### src/verilog/rv_pkg.sv
`default_nettype none

package rv_pkg;

    localparam int xlen = 32;
    localparam int reg_addr_w = 5;
    localparam logic [xlen-1:0] reset_vector = 32'h0000_0000;

    // major opcode, instruction bits [6:2]
    typedef enum logic [4:0] {
        op_load   = 5'b00000,
        op_misc   = 5'b00011,
        op_opimm  = 5'b00100,
        op_auipc  = 5'b00101,
        op_store  = 5'b01000,
        op_op     = 5'b01100,
        op_lui    = 5'b01101,
        op_branch = 5'b11000,
        op_jalr   = 5'b11001,
        op_jal    = 5'b11011
    } opcode_t;

    typedef enum logic [3:0] {
        alu_add, alu_sub, alu_sll, alu_slt, alu_sltu,
        alu_xor, alu_srl, alu_sra, alu_or, alu_and
    } alu_op_t;

    typedef enum logic [2:0] {
        st_reset, st_fetch, st_decode, st_exec, st_mem
    } state_t;

    typedef struct packed {
        opcode_t                opcode;
        logic [reg_addr_w-1:0]  rd;
        logic [reg_addr_w-1:0]  rs1;
        logic [reg_addr_w-1:0]  rs2;
        logic [2:0]             funct3;
        logic [xlen-1:0]        imm;
        alu_op_t                alu_op;
        logic                   branch;
        logic                   jump;
    } decoded_t;

endpackage

`default_nettype wire

### src/verilog/mem_if.sv
`timescale 1ns/100ps
`default_nettype none

interface mem_if;
    import rv_pkg::*;

    logic            start;
    logic            we;
    logic [xlen-1:0] addr;
    logic [xlen-1:0] wdata;
    logic [xlen-1:0] rdata;
    logic            done;

    modport requester (output start, we, addr, wdata, input rdata, done);
    modport bus (input start, we, addr, wdata, output rdata, done);

endinterface

`default_nettype wire

### src/verilog/rv_decoder.sv
`timescale 1ns/100ps
`default_nettype none

module rv_decoder (
    input  logic                     clk,
    input  logic                     reset,
    input  logic                     instr_load,
    input  logic [rv_pkg::xlen-1:0]  instr,
    output rv_pkg::decoded_t         dec
);
    import rv_pkg::*;

    logic [xlen-1:0] ir;
    logic [xlen-1:0] imm_i;

    // reset leaves an addi x0,x0,0 in the instruction register
    always_ff @(posedge clk) begin
        if (reset) begin
            ir <= 32'h0000_0013;
        end else if (instr_load) begin
            ir <= instr;
        end
    end

    assign imm_i = {{20{ir[31]}}, ir[31:20]};

    always_comb begin
        dec.opcode = opcode_t'(ir[6:2]);
        dec.rd     = ir[11:7];
        dec.rs1    = ir[19:15];
        dec.rs2    = ir[24:20];
        dec.funct3 = ir[14:12];
        dec.branch = (dec.opcode == op_branch);
        dec.jump   = (dec.opcode == op_jal) || (dec.opcode == op_jalr);

        case (dec.opcode)
            op_store:  dec.imm = {{20{ir[31]}}, ir[31:25], ir[11:7]};
            op_branch: dec.imm = {{19{ir[31]}}, ir[31], ir[7], ir[30:25], ir[11:8], 1'b0};
            op_lui,
            op_auipc:  dec.imm = {ir[31:12], 12'b0};
            op_jal:    dec.imm = {{11{ir[31]}}, ir[31], ir[19:12], ir[20], ir[30:21], 1'b0};
            default:   dec.imm = imm_i;
        endcase

        // everything that is not OP or OP-IMM adds
        dec.alu_op = alu_add;
        if (dec.opcode == op_op || dec.opcode == op_opimm) begin
            case (dec.funct3)
                3'b000:  dec.alu_op = (dec.opcode == op_op && ir[30]) ? alu_sub : alu_add;
                3'b001:  dec.alu_op = alu_sll;
                3'b010:  dec.alu_op = alu_slt;
                3'b011:  dec.alu_op = alu_sltu;
                3'b100:  dec.alu_op = alu_xor;
                // funct7 bit 5, same bit as imm bit 10 of a shift immediate
                3'b101:  dec.alu_op = ir[30] ? alu_sra : alu_srl;
                3'b110:  dec.alu_op = alu_or;
                default: dec.alu_op = alu_and;
            endcase
        end
    end

endmodule

`default_nettype wire

### src/verilog/rv_regfile.sv
`timescale 1ns/100ps
`default_nettype none

module rv_regfile (
    input  logic                           clk,
    input  logic                           we,
    input  logic [rv_pkg::reg_addr_w-1:0]  rd,
    input  logic [rv_pkg::reg_addr_w-1:0]  rs1,
    input  logic [rv_pkg::reg_addr_w-1:0]  rs2,
    input  logic [rv_pkg::xlen-1:0]        wdata,
    output logic [rv_pkg::xlen-1:0]        rs1_val,
    output logic [rv_pkg::xlen-1:0]        rs2_val
);
    import rv_pkg::*;

    logic [xlen-1:0] regs [0:(1 << reg_addr_w)-1];

    // x0 is never written
    always_ff @(posedge clk) begin
        if (we && rd != '0) begin
            regs[rd] <= wdata;
        end
    end

    assign rs1_val = (rs1 == '0) ? '0 : regs[rs1];
    assign rs2_val = (rs2 == '0) ? '0 : regs[rs2];

endmodule

`default_nettype wire

### src/verilog/rv_pc.sv
`timescale 1ns/100ps
`default_nettype none

module rv_pc (
    input  logic                     clk,
    input  logic                     reset,
    input  logic                     pc_advance,
    input  logic                     pc_jump,
    input  logic [rv_pkg::xlen-1:0]  target,
    output logic [rv_pkg::xlen-1:0]  pc,
    output logic [rv_pkg::xlen-1:0]  pc_plus4
);
    import rv_pkg::*;

    assign pc_plus4 = pc + 32'd4;

    always_ff @(posedge clk) begin
        if (reset) begin
            pc <= reset_vector;
        end else if (pc_jump) begin
            // bit 0 of a jump target is always dropped
            pc <= {target[xlen-1:1], 1'b0};
        end else if (pc_advance) begin
            pc <= pc_plus4;
        end
    end

endmodule

`default_nettype wire

### src/verilog/rv_execute.sv
`timescale 1ns/100ps
`default_nettype none

module rv_execute (
    input  rv_pkg::decoded_t         dec,
    input  logic [rv_pkg::xlen-1:0]  pc,
    input  logic [rv_pkg::xlen-1:0]  pc_plus4,
    input  logic [rv_pkg::xlen-1:0]  rs1_val,
    input  logic [rv_pkg::xlen-1:0]  rs2_val,
    input  logic [rv_pkg::xlen-1:0]  load_data,
    input  logic                     wb_from_load,
    output logic [rv_pkg::xlen-1:0]  alu_result,
    output logic                     take_branch,
    output logic [rv_pkg::xlen-1:0]  target,
    output logic [rv_pkg::xlen-1:0]  wdata
);
    import rv_pkg::*;

    logic [xlen-1:0] op1;
    logic [xlen-1:0] op2;
    logic [4:0]      shamt;
    logic            eq;
    logic            lt;
    logic            ltu;

    // pc-relative forms take the pc as first operand
    assign op1 = (dec.opcode == op_auipc || dec.opcode == op_jal || dec.branch) ? pc : rs1_val;
    assign op2 = (dec.opcode == op_op) ? rs2_val : dec.imm;
    assign shamt = op2[4:0];

    always_comb begin
        case (dec.alu_op)
            alu_sub:  alu_result = op1 - op2;
            alu_sll:  alu_result = op1 << shamt;
            alu_slt:  alu_result = {31'b0, $signed(op1) < $signed(op2)};
            alu_sltu: alu_result = {31'b0, op1 < op2};
            alu_xor:  alu_result = op1 ^ op2;
            alu_srl:  alu_result = op1 >> shamt;
            alu_sra:  alu_result = $unsigned($signed(op1) >>> shamt);
            alu_or:   alu_result = op1 | op2;
            alu_and:  alu_result = op1 & op2;
            default:  alu_result = op1 + op2;
        endcase
    end

    // jumps and branches add, so the sum is pc+imm or rs1+imm for jalr
    assign target = alu_result;

    assign eq  = (rs1_val == rs2_val);
    assign lt  = ($signed(rs1_val) < $signed(rs2_val));
    assign ltu = (rs1_val < rs2_val);

    always_comb begin
        case (dec.funct3)
            3'b000:  take_branch = eq;
            3'b001:  take_branch = !eq;
            3'b100:  take_branch = lt;
            3'b101:  take_branch = !lt;
            3'b110:  take_branch = ltu;
            3'b111:  take_branch = !ltu;
            default: take_branch = 1'b0;
        endcase
    end

    always_comb begin
        if (wb_from_load) begin
            wdata = load_data;
        end else if (dec.opcode == op_lui) begin
            wdata = dec.imm;
        end else if (dec.jump) begin
            // link address
            wdata = pc_plus4;
        end else begin
            wdata = alu_result;
        end
    end

endmodule

`default_nettype wire

### src/verilog/wb_master.sv
`timescale 1ns/100ps
`default_nettype none

module wb_master (
    input  logic                     clk,
    input  logic                     reset,
    mem_if.bus                       mem,
    input  logic                     wb_ack,
    input  logic [rv_pkg::xlen-1:0]  wb_dat_rd,
    output logic                     wb_cyc,
    output logic                     wb_stb,
    output logic                     wb_we,
    output logic [rv_pkg::xlen-1:0]  wb_adr,
    output logic [rv_pkg::xlen-1:0]  wb_dat_wr
);

    // control side of the bus cycle
    always_ff @(posedge clk) begin
        if (reset) begin
            wb_cyc   <= 1'b0;
            wb_stb   <= 1'b0;
            wb_we    <= 1'b0;
            mem.done <= 1'b0;
        end else begin
            mem.done <= 1'b0;
            if (wb_cyc && wb_ack) begin
                wb_cyc   <= 1'b0;
                wb_stb   <= 1'b0;
                wb_we    <= 1'b0;
                mem.done <= 1'b1;
            end else if (mem.start) begin
                wb_cyc <= 1'b1;
                wb_stb <= 1'b1;
                wb_we  <= mem.we;
            end
        end
    end

    // address and data held for the whole cycle
    always_ff @(posedge clk) begin
        if (mem.start && !wb_cyc) begin
            wb_adr    <= mem.addr;
            wb_dat_wr <= mem.wdata;
        end
        if (wb_cyc && wb_ack) begin
            mem.rdata <= wb_dat_rd;
        end
    end

endmodule

`default_nettype wire

### src/verilog/rv_control.sv
`timescale 1ns/100ps
`default_nettype none

module rv_control (
    input  logic                     clk,
    input  logic                     reset,
    input  rv_pkg::decoded_t         dec,
    input  logic [rv_pkg::xlen-1:0]  pc,
    input  logic [rv_pkg::xlen-1:0]  alu_result,
    input  logic [rv_pkg::xlen-1:0]  rs2_val,
    input  logic                     take_branch,
    mem_if.requester                 mem,
    output logic                     instr_load,
    output logic                     pc_advance,
    output logic                     pc_jump,
    output logic                     reg_we,
    output logic                     wb_from_load
);
    import rv_pkg::*;

    state_t state;
    logic   pending;
    logic   is_mem;
    logic   is_load;
    logic   writes_rd;
    logic   redirect;

    assign is_load  = (dec.opcode == op_load);
    assign is_mem   = is_load || (dec.opcode == op_store);
    assign redirect = dec.jump || (dec.branch && take_branch);

    always_comb begin
        case (dec.opcode)
            op_op, op_opimm, op_lui, op_auipc, op_jal, op_jalr: writes_rd = 1'b1;
            default: writes_rd = 1'b0;
        endcase
    end

    // one request per fetch or mem state, issued in its first cycle
    assign mem.start = (state == st_fetch || state == st_mem) && !pending;
    assign mem.we    = (state == st_mem) && (dec.opcode == op_store);
    assign mem.addr  = (state == st_mem) ? alu_result : pc;
    assign mem.wdata = rs2_val;

    assign instr_load   = (state == st_fetch) && mem.done;
    assign wb_from_load = (state == st_mem);

    always_comb begin
        pc_advance = 1'b0;
        pc_jump    = 1'b0;
        reg_we     = 1'b0;
        case (state)
            st_exec: begin
                reg_we     = writes_rd;
                pc_jump    = redirect;
                pc_advance = !redirect && !is_mem;
            end
            st_mem: begin
                reg_we     = mem.done && is_load;
                pc_advance = mem.done;
            end
            default: ;
        endcase
    end

    always_ff @(posedge clk) begin
        if (reset) begin
            state   <= st_reset;
            pending <= 1'b0;
        end else begin
            if (mem.start) begin
                pending <= 1'b1;
            end else if (mem.done) begin
                pending <= 1'b0;
            end

            case (state)
                st_reset:  state <= st_fetch;
                st_fetch:  if (mem.done) state <= st_decode;
                st_decode: state <= st_exec;
                st_exec:   state <= is_mem ? st_mem : st_fetch;
                st_mem:    if (mem.done) state <= st_fetch;
                default:   state <= st_reset;
            endcase
        end
    end

endmodule

`default_nettype wire

### src/verilog/rv_core.sv
`timescale 1ns/100ps
`default_nettype none

module rv_core (
    input  logic         clk,
    input  logic         reset,
    input  logic         wb_ack,
    input  logic [31:0]  wb_dat_rd,
    output logic         wb_cyc,
    output logic         wb_stb,
    output logic         wb_we,
    output logic [31:0]  wb_adr,
    output logic [31:0]  wb_dat_wr
);
    import rv_pkg::*;

    decoded_t        dec;
    logic [xlen-1:0] pc;
    logic [xlen-1:0] pc_plus4;
    logic [xlen-1:0] target;
    logic [xlen-1:0] alu_result;
    logic [xlen-1:0] rs1_val;
    logic [xlen-1:0] rs2_val;
    logic [xlen-1:0] wdata;
    logic            take_branch;
    logic            instr_load;
    logic            pc_advance;
    logic            pc_jump;
    logic            reg_we;
    logic            wb_from_load;

    mem_if mem_bus ();

    rv_control i_control (
        .clk(clk), .reset(reset), .dec(dec), .pc(pc), .alu_result(alu_result),
        .rs2_val(rs2_val), .take_branch(take_branch), .mem(mem_bus),
        .instr_load(instr_load), .pc_advance(pc_advance), .pc_jump(pc_jump),
        .reg_we(reg_we), .wb_from_load(wb_from_load)
    );

    rv_pc i_pc (
        .clk(clk), .reset(reset), .pc_advance(pc_advance), .pc_jump(pc_jump),
        .target(target), .pc(pc), .pc_plus4(pc_plus4)
    );

    // the fetched word and load data share the read data path
    rv_decoder i_decoder (
        .clk(clk), .reset(reset), .instr_load(instr_load),
        .instr(mem_bus.rdata), .dec(dec)
    );

    rv_regfile i_regfile (
        .clk(clk), .we(reg_we), .rd(dec.rd), .rs1(dec.rs1), .rs2(dec.rs2),
        .wdata(wdata), .rs1_val(rs1_val), .rs2_val(rs2_val)
    );

    rv_execute i_execute (
        .dec(dec), .pc(pc), .pc_plus4(pc_plus4), .rs1_val(rs1_val),
        .rs2_val(rs2_val), .load_data(mem_bus.rdata), .wb_from_load(wb_from_load),
        .alu_result(alu_result), .take_branch(take_branch), .target(target),
        .wdata(wdata)
    );

    wb_master i_wb_master (
        .clk(clk), .reset(reset), .mem(mem_bus), .wb_ack(wb_ack),
        .wb_dat_rd(wb_dat_rd), .wb_cyc(wb_cyc), .wb_stb(wb_stb), .wb_we(wb_we),
        .wb_adr(wb_adr), .wb_dat_wr(wb_dat_wr)
    );

endmodule

`default_nettype wire

### config.mk
export PLATFORM = sky130hd
export DESIGN_NAME = rv_core
export DESIGN_NICKNAME = d
export VERILOG_FILES = /design/src/verilog/rv_pkg.sv /design/src/verilog/mem_if.sv /design/src/verilog/rv_decoder.sv /design/src/verilog/rv_regfile.sv /design/src/verilog/rv_pc.sv /design/src/verilog/rv_execute.sv /design/src/verilog/wb_master.sv /design/src/verilog/rv_control.sv /design/src/verilog/rv_core.sv
export SDC_FILE = /design/constraint.sdc
export NUM_CORES = 2
export LEC_CHECK = 0
export BUFFER_PORTS_ARGS = -buffer_cell sky130_fd_sc_hd__buf_4
export CAP_MARGIN = 30
export CORE_ASPECT_RATIO = 1.1
export CORE_MARGIN = 1.5
export CORE_UTILIZATION = 50
export DETAILED_ROUTE_END_ITERATION = 8
export PLACE_DENSITY = 0.66
export SLEW_MARGIN = 15
export SYNTH_ARGS = -nofsm -noshare
export SYNTH_HDL_FRONTEND = slang
export SYNTH_SLANG_ARGS = --single-unit
### constraint.sdc
create_clock -name clk -period 17.5 [get_ports clk]
set_clock_uncertainty 0.15 [all_clocks]
set_input_delay 1.75 -clock clk [delete_from_list [all_inputs] [get_ports clk]]
set_output_delay 1.75 -clock clk [all_outputs]
set_load 0.01 [all_outputs]
Word level (Yosys, flattened, before mapping). Memory sizes are Yosys's and may differ from the RTL's. A register that Yosys moved wholly into a read port is not among the register bits. Cells that the tools add are included. W data, S select, Z words.

Register bits after elaboration: 167. Memory bits (writable): 1024. Output and inout port bits: 67. Logic and storage cells: 127. Memories: 1.

Memory list: i_regfile.regs (words 32, bits a word 32, rd ports 2, clocked after Yosys merged registers in 2, write ports 1, RTL line rv_regfile.sv:16) `logic [xlen-1:0] regs [0:(1 << reg_addr_w)-1];`.

Add/sub/neg operators: 3. Magnitude comparators: 4. Equal/unequal tests: 31. Shift operators: 3. Multiplexer cells: 34. Bitwise operators: 3. Reductions and logical operators: 37.

Operators by type and width (count): $mux W32 (10); $pmux W32 S9 (1); $lt A32 B32 Y1 (4); $pmux W31 S4 (1); $add A32 B3 Y32 const B (1); $add A32 B32 Y32 (1); $and A32 B32 Y32 (1); $eq A32 B32 Y1 (1); $or A32 B32 Y32 (1); $shl A32 B5 Y32 (1); $shr A32 B5 Y32 (1); $sshr A32 B5 Y32 (1); $sub A32 B32 Y32 (1); $xor A32 B32 Y32 (1); $pmux W4 S7 (1); $mux W5 (4); $eq A4 B3 Y1 const B (4); $eq A3 B3 Y1 const B (5); $eq A5 B4 Y1 const B (3); $eq A5 B5 Y1 const B (3); $logic_not A5 Y1 (3); $pmux W3 S5 (1); $eq A3 B2 Y1 const B (4); $eq A5 B3 Y1 const B (2); other kinds (19) (59).

Depth between registers and ports, before layout.
Word-level depth: 12. Mapped depth: 26. Gate-level depth less buffers: 20.

Hierarchy. Synthesis repeated with hierarchy kept, for this count alone.

Cells, all modules: 5137. Area, all modules: 68660.9 um2.

Modules (own cells, without submodules): rv_regfile (times used 1, cells each 2564, area an instance 47929.7 um2, seq. area each 30749.5 um2); rv_execute (times used 1, cells each 1845, area an instance 12428.2 um2, seq. area each 0.0 um2); wb_master (times used 1, cells each 107, area an instance 3015.4 um2, seq. area each 2942.8 um2); rv_pc (times used 1, cells each 320, area an instance 2511.2 um2, seq. area each 620.6 um2); rv_decoder (times used 1, cells each 200, area an instance 1729.2 um2, seq. area each 600.6 um2); rv_control (times used 1, cells each 101, area an instance 1047.3 um2, seq. area each 80.1 um2).

Least setup slack after synthesis. No wires, ideal clock.

Kind: register to register. From: register (tool-made name). To: memory i_regfile.regs[0][31] (data pin). Library setup time: 0.467 ns. Data arrival time: 7.201 ns. Slack: 9.682 ns. Stages on the path, launching flop included: 24. Cells stage by stage: dfxtp_1 > buf_6 > buf_6 > buf_6 > buf_2 > buf_2 > buf_1 > mux4_2 > mux4_2 > mux2_2 > o21ai_0 > mux2i_1 > ha_1 > clkbuf_1 > nor4_1 > nor3b_1 > o2111ai_1 > a2111oi_0 > o21ai_0 > a21o_1 > a21oi_1 > a2bb2oi_1 > nor4_1 > o31ai_1.

RTL lines (RTL line): end: declaration (rv_regfile.sv:16).

==> flow_summary.ini <==
[status]
outcome = finished, final reports clean

[logic_synthesis]
ys.flop_type = edfxtp_1
syn-instance-count = 5037
synth.avg_cell_area_sq_um = 13.2
ys_ff_latch = 1198
async_flop_share_pct = 0
synth_edf_count = 1120
syn_area_sq_um = 66600
synth_cell_types = 110
yosysSeqAreaShare_pct = 52.8
yosysWarnings = 0

[clock_network]
worstSkewPairLatency_ps = 780
cts_hold_buffers = 0
clkTransAtPathRegs_ps = 60
ctsHtreeMaxLevel = 3
ctsResizeCount = 0
cts_tree = built
cts_setup_buffers = 0
cts.path.max_buffers = 3
clkSinkCount = 1198
cts_buffers = 121
clockRootBuffer = clkbuf_16

[sta]
period_share_pct = 56.1
drv_slew = 0
timing.setup.tns_ps = 0
max_freq_ghz = 0.102
setup-violations-final = 0
worst_slew_pin_slew_ps = 1410
hold_viol_final = 0
rsz0062_at_grt = no
maxSlewHeadroom_pct = 5.77
min_period_ps = 9820

[finish]
drive_gt1_share_pct = 20.4
finalNetCount = 5309
layout_common_cells = 1120 x edfxtp_1, 523 x mux2i_1, 385 x mux4_2
nFillCells = 10816
multi_input_area_sq_um = 29600
seqCellArea_sq_um = 35200
layout_commonest_cell = edfxtp_1
area_delta_synth_final_pct = 11.7

[detailed_routing]
vias = 50657
drt_first_pass_iters = 8
top_layer = met5
vias_per_cell = 7.21
drtIter0Drc = 7657
postRouteWirelength_mm = 291
wl_met3_mm = 32.9
met2_length_mm = 128
final_antenna_net_count = 0
drc = 0
drt-met1-wl_mm = 104
wire_per_inst_um = 41.5

[critical_path]
rrSetupSlack_ps = 7680
path_class = register to register
worstRegToRegCells = 20
cp_data_required_time_ps = 17810
worstPathArrival_ps = 10130
critPathLaunchType = register
endpoint_kind = register
critPathMaxFanout = 107
r2r_end = i_regfile.regs[0][22]

[power_and_ir_drop]
power.total_mw = 6.34
powerDensity_nw_per_um2 = 85.1
p_leak_nw = 24.0
peakVddDrop_v = 0.0000899

[min_path]
hold-path-cell-count = 2
hp-class = register to register
holdPathEnd = i_control.pending
min_from = i_control.pending

[floorplan]
coreArea_sq_um = 132000
die_y_um = 386
io_pins = 102
rows = 140
die-area_sq_um = 135000
die_x_um = 351
start_util_pct = 50.4

[global_routing]
grt_max_degree = 142
grt_overflow = 0
grt_pass1_vias = 48673
grt_usage_pct = 43.0
grt_pass1_wl_mm = 396
grt_antenna_before_repair = 28

[placement]
port_buffers = 101
globalplace.congestion = 1.11
dp_hpwl_mm = 201

[flow_run]
max_cap_violations = 0
cell usage after synthesis (all sizes together) (9+ instances only):
master | n | area share (%)
edfxtp | 1120 | 50
mux2i | 530 | 8.1
mux4 | 385 | 13
a21oi | 361 | 2.7
nand2 | 334 | 1.9
nor2 | 273 | 1.5
a22oi | 206 | 2.3
clkbuf | 201 | 1.1
o21ai | 201 | 1.5
buf | 186 | 1.7
inv | 137 | 0.78
ha | 130 | 2.4
nand3 | 79 | 0.60
dfxtp | 78 | 2.3
nor3 | 47 | 0.36
nor4 | 45 | 0.42
o22ai | 42 | 0.39
a31oi | 40 | 0.39
and2 | 38 | 0.36
a22o | 36 | 0.47
nand2b | 34 | 0.32
a21o | 31 | 0.35
o221ai | 31 | 0.43
mux2 | 30 | 0.51
a21boi | 28 | 0.32
and3 | 28 | 0.26
a221oi | 26 | 0.34
xnor2 | 26 | 0.34
a211oi | 24 | 0.29
nor2b | 24 | 0.23
o211ai | 22 | 0.26
o31ai | 18 | 0.22
nand3b | 16 | 0.18
xor2 | 16 | 0.21
nand4 | 14 | 0.13
o21a | 14 | 0.16
o21bai | 13 | 0.15
or3 | 12 | 0.11
o32ai | 11 | 0.14
a2111oi | 9 | 0.13
a211o | 9 | 0.12
nor3b | 9 | 0.10
or2 | 9 | 0.085
logic make-up after synthesis:
group	count (synthesis)	synth area share, %
xor+xnor	42	0.552
simple gates	987	6.95
fa+ha+maj	132	2.50
mux	945	21.6
buf+inv	526	3.65
other cells	1	0.00563
flops	1198	52.8
compound gates	1206	11.9
where the power goes:
part	switching [mW]	internal (mW)	total, mW
clock network	1.16	1.52	2.67
logic	0.328	0.156	0.484
registers	0.0206	3.16	3.18
cell type report:
class	count	share of cell area, %
antenna	10	0.0336
clock buffer	138	4.15
clock inverter	82	1.26
inverter	139	0.714
multi-input combinational	3344	39.8
sequential	1198	47.3
tap	1775	2.98
timing repair buffer	338	3.74
flip-flops by register name (all words and copies together) (netlist names), 3 cells and up, named ones only:
name	flops
i_regfile.regs	1024
i_wb_master.mem.rdata	32
i_wb_master.wb_adr	32
i_wb_master.wb_dat_wr	32
i_pc.pc	31
i_decoder.ir	30
i_control.state	3
per-layer routing:
layer / vias up / global-route usage (%)
li1: 20220 / -
met1: 25729 / 53.3
met2: 3688 / 64.0
met3: 996 / 12.0
met4: 24 / 32.9
met5: - / 0.967
stage by stage:
stage               cell area [sq um]  util [%]  std cells  setup slack (ps)  hold WS [ps]
floorplan                       66700         -       5068              9680           308
global placement                69800      52.8       6745              8110           331
detailed placement              70100      53.0       6774              8120           338
CTS                             74200      56.1       6994              8060           349
global route                    74400      56.3       7017              7560           371
finish                          74400      56.3       7024              7680           346
worst max-delay path: stages (launching register included):
cell	delay [ps]
dfxtp_4	860
buf_12	630
buf_4	670
mux2i_1	170
a22oi_1	200
a21oi_1	120
nor4_1	740
a22o_1	790
ha_1	460
nand2b_1	210
a221oi_1	840
o211a_1	300
o21ai_0	340
o21ai_0	330
a21o_1	160
a21oi_1	80
a221oi_1	280
o21ai_0	320
a221oi_1	1180
o221ai_2	160
buf_4	280
worst max path at each step:
| stage | end | slack, ps |
|---|---|---|
| finish | i_regfile.regs[0][22] | 7680 |
| global route | i_regfile.regs[11][11] | 7560 |
| CTS | i_regfile.regs[1][28] | 8060 |
| detailed placement | i_regfile.regs[28][28] | 8120 |
| global placement | i_regfile.regs[28][31] | 8110 |
| floorplan | i_regfile.regs[0][31] | 9680 |
Note: power is estimated with default switching activity, not from simulation.
